### src/alu_pkg.sv
package alu_pkg;

  typedef enum logic [2:0] {
    ALU_ADD,
    ALU_SUB,
    ALU_AND,
    ALU_OR,
    ALU_XOR,
    ALU_LSL,
    ALU_LSR,
    ALU_ASR
  } alu_func_t;

  // condition code register layout
  localparam int CCR_W   = 3;
  localparam int CCR_EQ  = 0;
  localparam int CCR_LT  = 1;  // signed less than
  localparam int CCR_LTU = 2;  // unsigned less than

endpackage

### src/isa_pkg.sv
package isa_pkg;

  localparam int IR_W = 64;  // low word plus extended value

  localparam logic [3:0] T_INH    = 4'h0;
  localparam logic [3:0] T_ALU    = 4'h1;
  localparam logic [3:0] T_INT    = 4'h2;
  localparam logic [3:0] T_CMP    = 4'h3;
  localparam logic [3:0] T_MOV    = 4'h4;
  localparam logic [3:0] T_LDI    = 4'h5;
  localparam logic [3:0] T_BRANCH = 4'h6;
  localparam logic [3:0] T_JUMP   = 4'h7;

  localparam logic [3:0] OP_NOP  = 4'h0;
  localparam logic [3:0] OP_HALT = 4'h4;
  localparam logic [3:0] OP_MUL  = 4'h0;  // T_INT only

  localparam logic [3:0] BR_BRA  = 4'h0;
  localparam logic [3:0] BR_BEQ  = 4'h1;
  localparam logic [3:0] BR_BNE  = 4'h2;
  localparam logic [3:0] BR_BGTU = 4'h3;
  localparam logic [3:0] BR_BGT  = 4'h4;
  localparam logic [3:0] BR_BGE  = 4'h5;
  localparam logic [3:0] BR_BLE  = 4'h6;
  localparam logic [3:0] BR_BLT  = 4'h7;
  localparam logic [3:0] BR_BGEU = 4'h8;
  localparam logic [3:0] BR_BLTU = 4'h9;
  localparam logic [3:0] BR_BLEU = 4'ha;

  typedef struct packed {
    logic [3:0]  itype;
    logic [3:0]  op;
    logic [3:0]  ra;      // destination
    logic [3:0]  rb;
    logic [3:0]  rc;
    logic [10:0] unused;
    logic        size;
  } instr_reg_t;

  typedef struct packed {
    logic [3:0]  itype;
    logic [3:0]  op;
    logic [3:0]  ra;
    logic [3:0]  rb;
    logic [14:0] sval;    // signed, word scaled for branches
    logic        size;
  } instr_imm_t;

  typedef union packed {
    instr_reg_t r;
    instr_imm_t i;
  } instr_word_t;

endpackage
### src/core_top.sv
module core_top #(
  parameter int MUL_LATENCY = 4
) (
  input  logic                      clk_i,
  input  logic                      rst_i,
  input  logic [isa_pkg::IR_W-1:0]  ir_i,
  input  logic [31:0]               pc_i,
  input  logic                      ir_valid_i,
  output logic                      stall_o,
  output logic [31:0]               pc_o,
  output logic                      pc_set_o,
  output logic [alu_pkg::CCR_W-1:0] ccr_o,
  output logic                      halt_o,
  output logic                      wb_en_o,
  output logic [3:0]                wb_reg_o,
  output logic [31:0]               wb_data_o,
  output logic [31:0]               retired_o
);
  import isa_pkg::*;

  logic [IR_W-1:0]  d_ir;
  logic [31:0]      d_pc, d_rdata1, d_rdata2;
  logic             d_valid, e_stall, e_wen, w_en;
  logic [31:0]      e_result, w_data, ra_data, rb_data;
  logic [3:0]       e_dest, w_addr, ra_addr, rb_addr;

  assign stall_o = e_stall;

  reg_file reg_file_i (
    .clk_i, .rst_i,
    .ra_addr_i (ra_addr), .rb_addr_i (rb_addr),
    .ra_data_o (ra_data), .rb_data_o (rb_data),
    .w_en_i    (w_en),    .w_addr_i  (w_addr), .w_data_i (w_data)
  );

  decode decode_i (
    .clk_i, .rst_i, .ir_i, .pc_i, .ir_valid_i,
    .stall_i    (e_stall),  .flush_i    (pc_set_o),  // taken branch flushes
    .ex_wen_i   (e_wen),    .ex_dest_i  (e_dest),   .ex_result_i (e_result),
    .wb_en_i    (w_en),     .wb_reg_i   (w_addr),   .wb_data_i   (w_data),
    .ra_addr_o  (ra_addr),  .rb_addr_o  (rb_addr),
    .ra_data_i  (ra_data),  .rb_data_i  (rb_data),
    .d_ir_o     (d_ir),     .d_pc_o     (d_pc),     .d_valid_o   (d_valid),
    .d_rdata1_o (d_rdata1), .d_rdata2_o (d_rdata2)
  );

  execute #(.MUL_LATENCY(MUL_LATENCY)) execute_i (
    .clk_i, .rst_i,
    .d_ir_i     (d_ir),     .d_pc_i     (d_pc),     .d_valid_i (d_valid),
    .d_rdata1_i (d_rdata1), .d_rdata2_i (d_rdata2), .stall_o   (e_stall),
    .e_result_o (e_result), .e_dest_o   (e_dest),   .e_wen_o   (e_wen),
    .pc_o, .pc_set_o, .ccr_o, .halt_o
  );

  result result_i (
    .clk_i, .rst_i,
    .e_wen_i (e_wen), .e_dest_i (e_dest), .e_result_i (e_result),
    .w_en_o  (w_en),  .w_addr_o (w_addr), .w_data_o   (w_data),
    .wb_en_o, .wb_reg_o, .wb_data_o, .retired_o
  );

endmodule

### src/result.sv
module result (
  input  logic        clk_i,
  input  logic        rst_i,
  input  logic        e_wen_i,
  input  logic [3:0]  e_dest_i,
  input  logic [31:0] e_result_i,
  output logic        w_en_o,
  output logic [3:0]  w_addr_o,
  output logic [31:0] w_data_o,
  output logic        wb_en_o,
  output logic [3:0]  wb_reg_o,
  output logic [31:0] wb_data_o,
  output logic [31:0] retired_o
);

  logic        wen_q;
  logic [3:0]  reg_q;
  logic [31:0] data_q;

  always_ff @(posedge clk_i or posedge rst_i)
  begin
    if (rst_i)
    begin
      wen_q     <= 1'b0;
      retired_o <= 32'h0;
    end
    else
    begin
      wen_q     <= e_wen_i;
      retired_o <= retired_o + {31'h0, e_wen_i};  // moves with wb_en_o
    end
  end

  always_ff @(posedge clk_i)
  begin
    if (e_wen_i)
    begin
      reg_q  <= e_dest_i;
      data_q <= e_result_i;
    end
  end

  // same registers feed the reg file, forwarding and the report
  assign w_en_o    = wen_q;
  assign w_addr_o  = reg_q;
  assign w_data_o  = data_q;
  assign wb_en_o   = wen_q;
  assign wb_reg_o  = reg_q;
  assign wb_data_o = data_q;

endmodule

### src/execute.sv
module execute #(
  parameter int MUL_LATENCY = 4
) (
  input  logic                       clk_i,
  input  logic                       rst_i,
  input  logic [isa_pkg::IR_W-1:0]   d_ir_i,
  input  logic [31:0]                d_pc_i,
  input  logic                       d_valid_i,
  input  logic [31:0]                d_rdata1_i,
  input  logic [31:0]                d_rdata2_i,
  output logic                       stall_o,
  output logic [31:0]                e_result_o,
  output logic [3:0]                 e_dest_o,
  output logic                       e_wen_o,
  output logic [31:0]                pc_o,
  output logic                       pc_set_o,
  output logic [alu_pkg::CCR_W-1:0]  ccr_o,
  output logic                       halt_o
);
  import isa_pkg::*;
  import alu_pkg::*;

  localparam int DW = $clog2(MUL_LATENCY + 1);

  instr_word_t      ir;
  logic [31:0]      ext_val, sval, uval;
  logic [DW-1:0]    delay, delay_next;
  logic             live, is_mul, stall_start, go, taken;
  alu_func_t        alu_func;
  logic [31:0]      alu_in1, alu_in2, alu_out, product;
  logic             alu_c, alu_n, alu_v, alu_z;
  logic [31:0]      result_next, pc_next;
  logic             wen_next, pc_set_next, halt_next;
  logic [CCR_W-1:0] ccr_next;

  assign ir      = d_ir_i[31:0];
  assign ext_val = d_ir_i[IR_W-1:32];
  assign sval    = {{17{ir.i.sval[14]}}, ir.i.sval};
  assign uval    = {17'h0, ir.i.sval};

  assign live        = d_valid_i && !halt_o;  // bubbles after halt
  assign is_mul      = (ir.r.itype == T_INT) && (ir.r.op == OP_MUL);
  assign stall_start = live && is_mul && (delay == '0);
  assign stall_o     = stall_start || (delay > 1);
  assign go          = live && !stall_o;
  assign product     = d_rdata1_i * d_rdata2_i;  // low word only

  always_comb
  begin
    delay_next = delay;
    if (delay != '0)
      delay_next = delay - 1'b1;
    if (stall_start)
      delay_next = DW'(MUL_LATENCY);
  end

  always_comb
  begin
    alu_in1  = d_rdata1_i;
    alu_in2  = d_rdata2_i;
    alu_func = alu_func_t'(ir.r.op[2:0]);
    case (ir.r.itype)
      T_ALU:
        if (ir.r.op[3])
          alu_in2 = sval;  // immediate form
      T_CMP: alu_func = ALU_SUB;
      T_BRANCH:
      begin
        alu_func = ALU_ADD;
        alu_in1  = {sval[29:0], 2'b00};
        alu_in2  = d_pc_i;
      end
      T_JUMP:
      begin
        alu_func = ALU_ADD;
        alu_in2  = sval;
      end
      default: ;
    endcase
  end

  always_comb
  begin
    case (ir.r.op)
      BR_BRA:  taken = 1'b1;
      BR_BEQ:  taken = ccr_o[CCR_EQ];
      BR_BNE:  taken = ~ccr_o[CCR_EQ];
      BR_BGTU: taken = ~(ccr_o[CCR_LTU] | ccr_o[CCR_EQ]);
      BR_BGT:  taken = ~(ccr_o[CCR_LT] | ccr_o[CCR_EQ]);
      BR_BGE:  taken = ~ccr_o[CCR_LT];
      BR_BLE:  taken = ccr_o[CCR_LT] | ccr_o[CCR_EQ];
      BR_BLT:  taken = ccr_o[CCR_LT];
      BR_BGEU: taken = ~ccr_o[CCR_LTU];
      BR_BLTU: taken = ccr_o[CCR_LTU];
      BR_BLEU: taken = ccr_o[CCR_LTU] | ccr_o[CCR_EQ];
      default: taken = 1'b0;
    endcase
  end

  always_comb
  begin
    result_next = alu_out;
    wen_next    = 1'b0;
    ccr_next    = ccr_o;
    halt_next   = halt_o;
    pc_next     = pc_o;
    pc_set_next = 1'b0;  // one cycle pulse
    if (go)
    begin
      case (ir.r.itype)
        T_ALU: wen_next = 1'b1;
        T_INT:
          if (is_mul)
          begin
            result_next = product;  // counter has run out
            wen_next    = 1'b1;
          end
        T_LDI:
        begin
          result_next = ir.r.size ? ext_val : uval;
          wen_next    = 1'b1;
        end
        T_MOV:
        begin
          result_next = d_rdata1_i;
          wen_next    = 1'b1;
        end
        T_CMP:
        begin
          ccr_next[CCR_LTU] = alu_c;
          ccr_next[CCR_LT]  = alu_n ^ alu_v;
          ccr_next[CCR_EQ]  = alu_z;
        end
        T_INH:
          if (ir.r.op == OP_HALT)
            halt_next = 1'b1;
        T_BRANCH:
        begin
          pc_next     = alu_out;
          pc_set_next = taken;
        end
        T_JUMP:
        begin
          pc_next     = ir.r.size ? ext_val : alu_out;
          pc_set_next = 1'b1;
        end
        default: ;
      endcase
    end
  end

  always_ff @(posedge clk_i or posedge rst_i)
  begin
    if (rst_i)
    begin
      delay    <= '0;
      e_wen_o  <= 1'b0;
      pc_o     <= 32'h0;
      pc_set_o <= 1'b0;
      ccr_o    <= '0;
      halt_o   <= 1'b0;
    end
    else
    begin
      delay    <= delay_next;
      e_wen_o  <= wen_next;
      pc_o     <= pc_next;
      pc_set_o <= pc_set_next;
      ccr_o    <= ccr_next;
      halt_o   <= halt_next;  // sticky until reset
    end
  end

  always_ff @(posedge clk_i)
  begin
    if (wen_next)
    begin
      e_result_o <= result_next;
      e_dest_o   <= ir.r.ra;
    end
  end

  alu alu_i (
    .in1_i  (alu_in1),
    .in2_i  (alu_in2),
    .func_i (alu_func),
    .out_o  (alu_out),
    .c_o    (alu_c),
    .n_o    (alu_n),
    .v_o    (alu_v),
    .z_o    (alu_z)
  );

  a_delay_range: assert property (@(posedge clk_i) disable iff (rst_i)
    delay <= MUL_LATENCY);

  a_no_write_halted: assert property (@(posedge clk_i) disable iff (rst_i)
    halt_o |-> !e_wen_o);

endmodule

### src/decode.sv
module decode (
  input  logic                     clk_i,
  input  logic                     rst_i,
  input  logic [isa_pkg::IR_W-1:0] ir_i,
  input  logic [31:0]              pc_i,
  input  logic                     ir_valid_i,
  input  logic                     stall_i,
  input  logic                     flush_i,
  input  logic                     ex_wen_i,
  input  logic [3:0]               ex_dest_i,
  input  logic [31:0]              ex_result_i,
  input  logic                     wb_en_i,
  input  logic [3:0]               wb_reg_i,
  input  logic [31:0]              wb_data_i,
  output logic [3:0]               ra_addr_o,
  output logic [3:0]               rb_addr_o,
  input  logic [31:0]              ra_data_i,
  input  logic [31:0]              rb_data_i,
  output logic [isa_pkg::IR_W-1:0] d_ir_o,
  output logic [31:0]              d_pc_o,
  output logic                     d_valid_o,
  output logic [31:0]              d_rdata1_o,
  output logic [31:0]              d_rdata2_o
);
  import isa_pkg::*;

  instr_word_t ir;
  logic        valid_q;

  // newest producer wins
  function automatic logic [31:0] fwd(input logic [3:0] src, input logic [31:0] rf_data);
    if (ex_wen_i && ex_dest_i == src)
      return ex_result_i;
    else if (wb_en_i && wb_reg_i == src)
      return wb_data_i;
    else
      return rf_data;
  endfunction

  always_ff @(posedge clk_i or posedge rst_i)
  begin
    if (rst_i)
      valid_q <= 1'b0;
    else if (flush_i)
      valid_q <= 1'b0;  // bubble in place of accepted instr
    else if (!stall_i)
      valid_q <= ir_valid_i;
  end

  always_ff @(posedge clk_i)
  begin
    if (!stall_i)
    begin
      d_ir_o <= ir_i;
      d_pc_o <= pc_i;
    end
  end

  assign ir        = d_ir_o[31:0];
  assign ra_addr_o = ir.r.rb;  // also the MOV source
  assign rb_addr_o = ir.r.rc;
  assign d_valid_o = valid_q & ~flush_i;  // instr behind a taken branch

  always_comb
  begin
    d_rdata1_o = fwd(ra_addr_o, ra_data_i);
    d_rdata2_o = fwd(rb_addr_o, rb_data_i);
  end

  a_hold_on_stall: assert property (@(posedge clk_i) disable iff (rst_i)
    stall_i |=> $stable(d_ir_o));

endmodule

### src/alu.sv
module alu (
  input  logic               [31:0] in1_i,
  input  logic               [31:0] in2_i,
  input  alu_pkg::alu_func_t        func_i,
  output logic               [31:0] out_o,
  output logic                      c_o,
  output logic                      n_o,
  output logic                      v_o,
  output logic                      z_o
);
  import alu_pkg::*;

  always_comb
  begin
    c_o = 1'b0;
    v_o = 1'b0;
    case (func_i)
      ALU_ADD:
      begin
        {c_o, out_o} = {1'b0, in1_i} + {1'b0, in2_i};
        v_o = (in1_i[31] == in2_i[31]) && (out_o[31] != in1_i[31]);
      end
      ALU_SUB:
      begin
        {c_o, out_o} = {1'b0, in1_i} - {1'b0, in2_i};  // c is borrow
        v_o = (in1_i[31] != in2_i[31]) && (out_o[31] != in1_i[31]);
      end
      ALU_AND: out_o = in1_i & in2_i;
      ALU_OR:  out_o = in1_i | in2_i;
      ALU_XOR: out_o = in1_i ^ in2_i;
      ALU_LSL: out_o = in1_i << in2_i[4:0];
      ALU_LSR: out_o = in1_i >> in2_i[4:0];
      ALU_ASR: out_o = $unsigned($signed(in1_i) >>> in2_i[4:0]);
      default: out_o = 32'h0;
    endcase
    n_o = out_o[31];
    z_o = (out_o == 32'h0);
  end

endmodule

### src/reg_file.sv
module reg_file (
  input  logic        clk_i,
  input  logic        rst_i,
  input  logic [3:0]  ra_addr_i,
  input  logic [3:0]  rb_addr_i,
  output logic [31:0] ra_data_o,
  output logic [31:0] rb_data_o,
  input  logic        w_en_i,
  input  logic [3:0]  w_addr_i,
  input  logic [31:0] w_data_i
);

  logic [31:0] regs [16];

  always_ff @(posedge clk_i or posedge rst_i)
  begin
    if (rst_i)
    begin
      for (int i = 0; i < 16; i++)
        regs[i] <= 32'h0;
    end
    else if (w_en_i)
      regs[w_addr_i] <= w_data_i;
  end

  // no write bypass, decode forwards from result
  assign ra_data_o = regs[ra_addr_i];
  assign rb_data_o = regs[rb_addr_i];

endmodule

### config.mk
export PLATFORM = sky130hd
export DESIGN_NAME = core_top
export DESIGN_NICKNAME = d
export VERILOG_FILES = /design/src/alu_pkg.sv /design/src/isa_pkg.sv /design/src/core_top.sv /design/src/result.sv /design/src/execute.sv /design/src/decode.sv /design/src/alu.sv /design/src/reg_file.sv
export SDC_FILE = /design/constraint.sdc
export NUM_CORES = 2
export LEC_CHECK = 0
export BUFFER_PORTS_ARGS = -buffer_cell sky130_fd_sc_hd__buf_2
export CAP_MARGIN = 20
export CORE_MARGIN = 3
export CORE_UTILIZATION = 45
export DETAILED_ROUTE_END_ITERATION = 7
export PLACE_DENSITY_LB_ADDON = 0.15
export SYNTH_ARGS = -nofsm -noshare
export SYNTH_HDL_FRONTEND = slang
export SYNTH_SLANG_ARGS = --single-unit
### constraint.sdc
create_clock -name clk_i -period 22.9 [get_ports clk_i]
set_input_delay 2.29 -clock clk_i [delete_from_list [all_inputs] [get_ports clk_i]]
set_output_delay 2.29 -clock clk_i [all_outputs]
set_load 0.01 [all_outputs]
==> impl_metrics.json <==
{
  "gp_congestion": 1.034,
  "wl_met2_um": 115100,
  "fillers": 13040,
  "io_buffers": 205,
  "grt_start_max_net_pins": 166,
  "grt_overflow": 0,
  "die_h_um": 385.3,
  "ys_warn_count": 0,
  "path_common_cell": "fa_1",
  "worstPathMaxFanout": 89,
  "drc": 0,
  "cts_tree": "built",
  "via_per_inst": 6.464,
  "yosys.area.top_type": "dfrtp_1",
  "synthMuxAreaShare_pct": 21.52,
  "wl_met1_um": 110300,
  "grt_pass1_wl_um": 384500,
  "period_minus_slack_ns": 11.92,
  "status": "complete, no violations",
  "worstPathArrival_ns": 12.34,
  "fin_crit_sh_pct": 52.06,
  "synth_compound_area_share_pct": 11.89,
  "synthArstFlopShare_pct": 77.75,
  "power_density_nw_per_um2": 113.6,
  "cpPeakStageDelay_ns": 0.74,
  "slew_violations": 0,
  "grt_use_total_pct": 36.04,
  "yosys.area.top_type_share_pct": 22.68,
  "drv_cap": 0,
  "first_pass_iters": 8,
  "netlist_instances": 6164,
  "cts_hold_buffers": 0,
  "grt_pass1_vias": 51860,
  "cp-start-kind": "flop",
  "max_freq_mhz": 83.87,
  "synth_area_um2": 64760,
  "seq_area_frac_synth_pct": 30.47,
  "wl_per_cell_um": 33.06,
  "synth_fa_ha_area_share_pct": 17.02,
  "finalPower_mw": 8.049,
  "max-slew-margin-rel_pct": 13.76,
  "peakVddDrop_uv": 164.7,
  "required_ns": 23.32,
  "core_um2": 142300,
  "ant_nets": 0,
  "pre_cts_ws_ns": 10.67,
  "htreeDepth": 3,
  "finClkSkew_ns": 0.06831,
  "drtIter0Drc": 6953,
  "crit_type": "flop to flop",
  "setup_slack_ns": 10.98,
  "drive_gt1_share_pct": 24.45,
  "cts_inserted_buffers": 87,
  "synth_ff_type": "dfrtp_1",
  "cts_resized": 0,
  "ys_ff_latch": 755,
  "totalWireLength_um": 269800,
  "setup_tns_ns": 0,
  "rsz0062_at_grt": "false",
  "cp_slowest_cell": "o21a_1",
  "hold_class": "flop to flop",
  "rows": 138,
  "ioPinCount": 206,
  "antenna_found_initial": 20,
  "worst_pin_slew_ns": 1.294,
  "clock-root-buffer": "clkbuf_16",
  "synth-simple-area-share_pct": 10.47,
  "dp_hpwl_um": 195000,
  "clkSlewWorstSetupHoldPaths_ns": 0.07,
  "fin_nets": 6931,
  "dr_wl_met3_um": 29640,
  "synth_top_family_by_area": "multiplexers",
  "final_cell_mix": "586 x dfrtp_1, 578 x nor2_1, 562 x inv_1, 547 x mux2_2, 486 x nand2_1",
  "top_layer": "met5",
  "insertion_delay_ns": 0.73,
  "yosysUniqueCellTypes": 120,
  "vias": 52750,
  "cts_sinks": 755,
  "yosys-top-cells-area": "dfrtp_1 23%, fa_1 13%, mux4_2 10%",
  "setup_viol": 0,
  "syn-num-nets": 6898,
  "dieArea_um2": 148500,
  "initial_core_util_pct": 45.51,
  "synth_xor_area_share_pct": 2.027,
  "p_leak_nw": 31.62,
  "final-hold-violation-count": 0,
  "cp-end-kind": "flop",
  "synth-edff-count": 168,
  "cts_setup_buffers": 0,
  "clk_path_buf_depth": 3,
  "final_common_cell": "dfrtp_1",
  "die_x_um": 385.3,
  "area_growth_pct": 9.450,
  "synth_area_per_cell_um2": 10.51
}
## cell type report
type	instances	area, um^2	share of cell area (%)
multi-input cells	4374	41020	57.88
diodes	5	12.51	0.01765
well taps	1890	2365	3.337
clock inverters	44	586.8	0.8279
clock buffers	113	2395	3.379
inverters	575	2167	3.058
flip-flops and latches	755	19740	27.84
repair buffers	404	2591	3.656
## kinds of logic after synthesis
logic type	after synthesis
XOR/XNOR	149
adder cells (fa/ha/maj)	635
multiplexers	959
buffers and inverters	1035
flip-flops	755
AO/OA/AOI/OAI	1105
AND/OR/NAND/NOR	1526
## where the power goes
group          switching, mW  total, mW  internal, mW  leakage, nW
registers              0.220       1.87          1.65         9.63
clock network          0.621       1.45         0.828         1.46
logic                   3.24       4.73          1.50         20.5
## critical path, delay by kind of cell, from the launching register on
kind / cells / cell delay [ns]
adder cells (fa/ha/maj): 9 / 3.73
AO/OA/AOI/OAI: 11 / 3.31
buffers and inverters: 7 / 1.67
AND/OR/NAND/NOR: 4 / 1.21
flip-flops: 1 / 0.62
multiplexers: 1 / 0.61
XOR/XNOR: 2 / 0.35
## synthesized netlist by cell type, types with 74 or more instances
master	count
a21oi_1	224
clkbuf_1	303
dfrtp_1	587
edfxtp_1	168
fa_1	410
ha_1	225
inv_1	564
mux2_2	547
mux2i_1	118
mux4_2	291
nand2_1	490
nand2b_1	74
nor2_1	589
o21ai_0	194
xnor2_1	120
## stage by stage
stage	instance area (um^2)	hold slack, ns	util (%)	std cells
CTS	70810	0.4131	49.77	8152
global route	70870	0.4279	49.81	8157
floorplan	64760	0.4003	-	6164
global placement	67800	0.4081	47.66	7992
detailed placement	67830	0.4045	47.67	7995
finish	70880	0.4190	49.82	8160
## metal layers
| layer | up-vias | track usage [%] |
|---|---|---|
| met5 | - | 0 |
| met4 | 6 | 16.12 |
| met3 | 671 | 9.392 |
| met2 | 3208 | 52.99 |
| met1 | 27080 | 50.08 |
| li1 | 21790 | - |
## worst paths after layout
path                                          start                  endpoint  slack (ns)  depth (start not counted)
worst max-delay path            decode_i.d_ir_o[16]  execute_i.e_result_o[31]       10.98                         34
worst min-delay path            decode_i.d_ir_o[23]     execute_i.e_dest_o[3]        0.42                          0
worst max register to register  decode_i.d_ir_o[16]  execute_i.e_result_o[31]       10.98                         34
worst min register to register  decode_i.d_ir_o[23]     execute_i.e_dest_o[3]        0.42                          0
max in group asynchronous                     rst_i      reg_file_i.regs[196]       18.92                          4
min in group asynchronous                     rst_i    result_i.retired_o[22]        1.64                          2
## registers in the layout, indices dropped and copies added, names as in the netlist
| signal | flops |
|---|---|
| result_i.w_data_o | 32 |
| result_i.w_en_o | 1 |
| execute_i.pc_o | 32 |
| execute_i.e_dest_o | 4 |
| decode_i.d_pc_o | 32 |
| execute_i.ccr_o | 3 |
| decode_i.valid_q | 1 |
| result_i.w_addr_o | 4 |
| execute_i.halt_o | 1 |
| reg_file_i.regs | 512 |
| execute_i.delay | 3 |
| execute_i.e_wen_o | 1 |
| execute_i.pc_set_o | 1 |
| decode_i.d_ir_o | 64 |
| execute_i.e_result_o | 32 |
| result_i.retired_o | 32 |
Note: power is estimated with default switching activity, not from simulation.
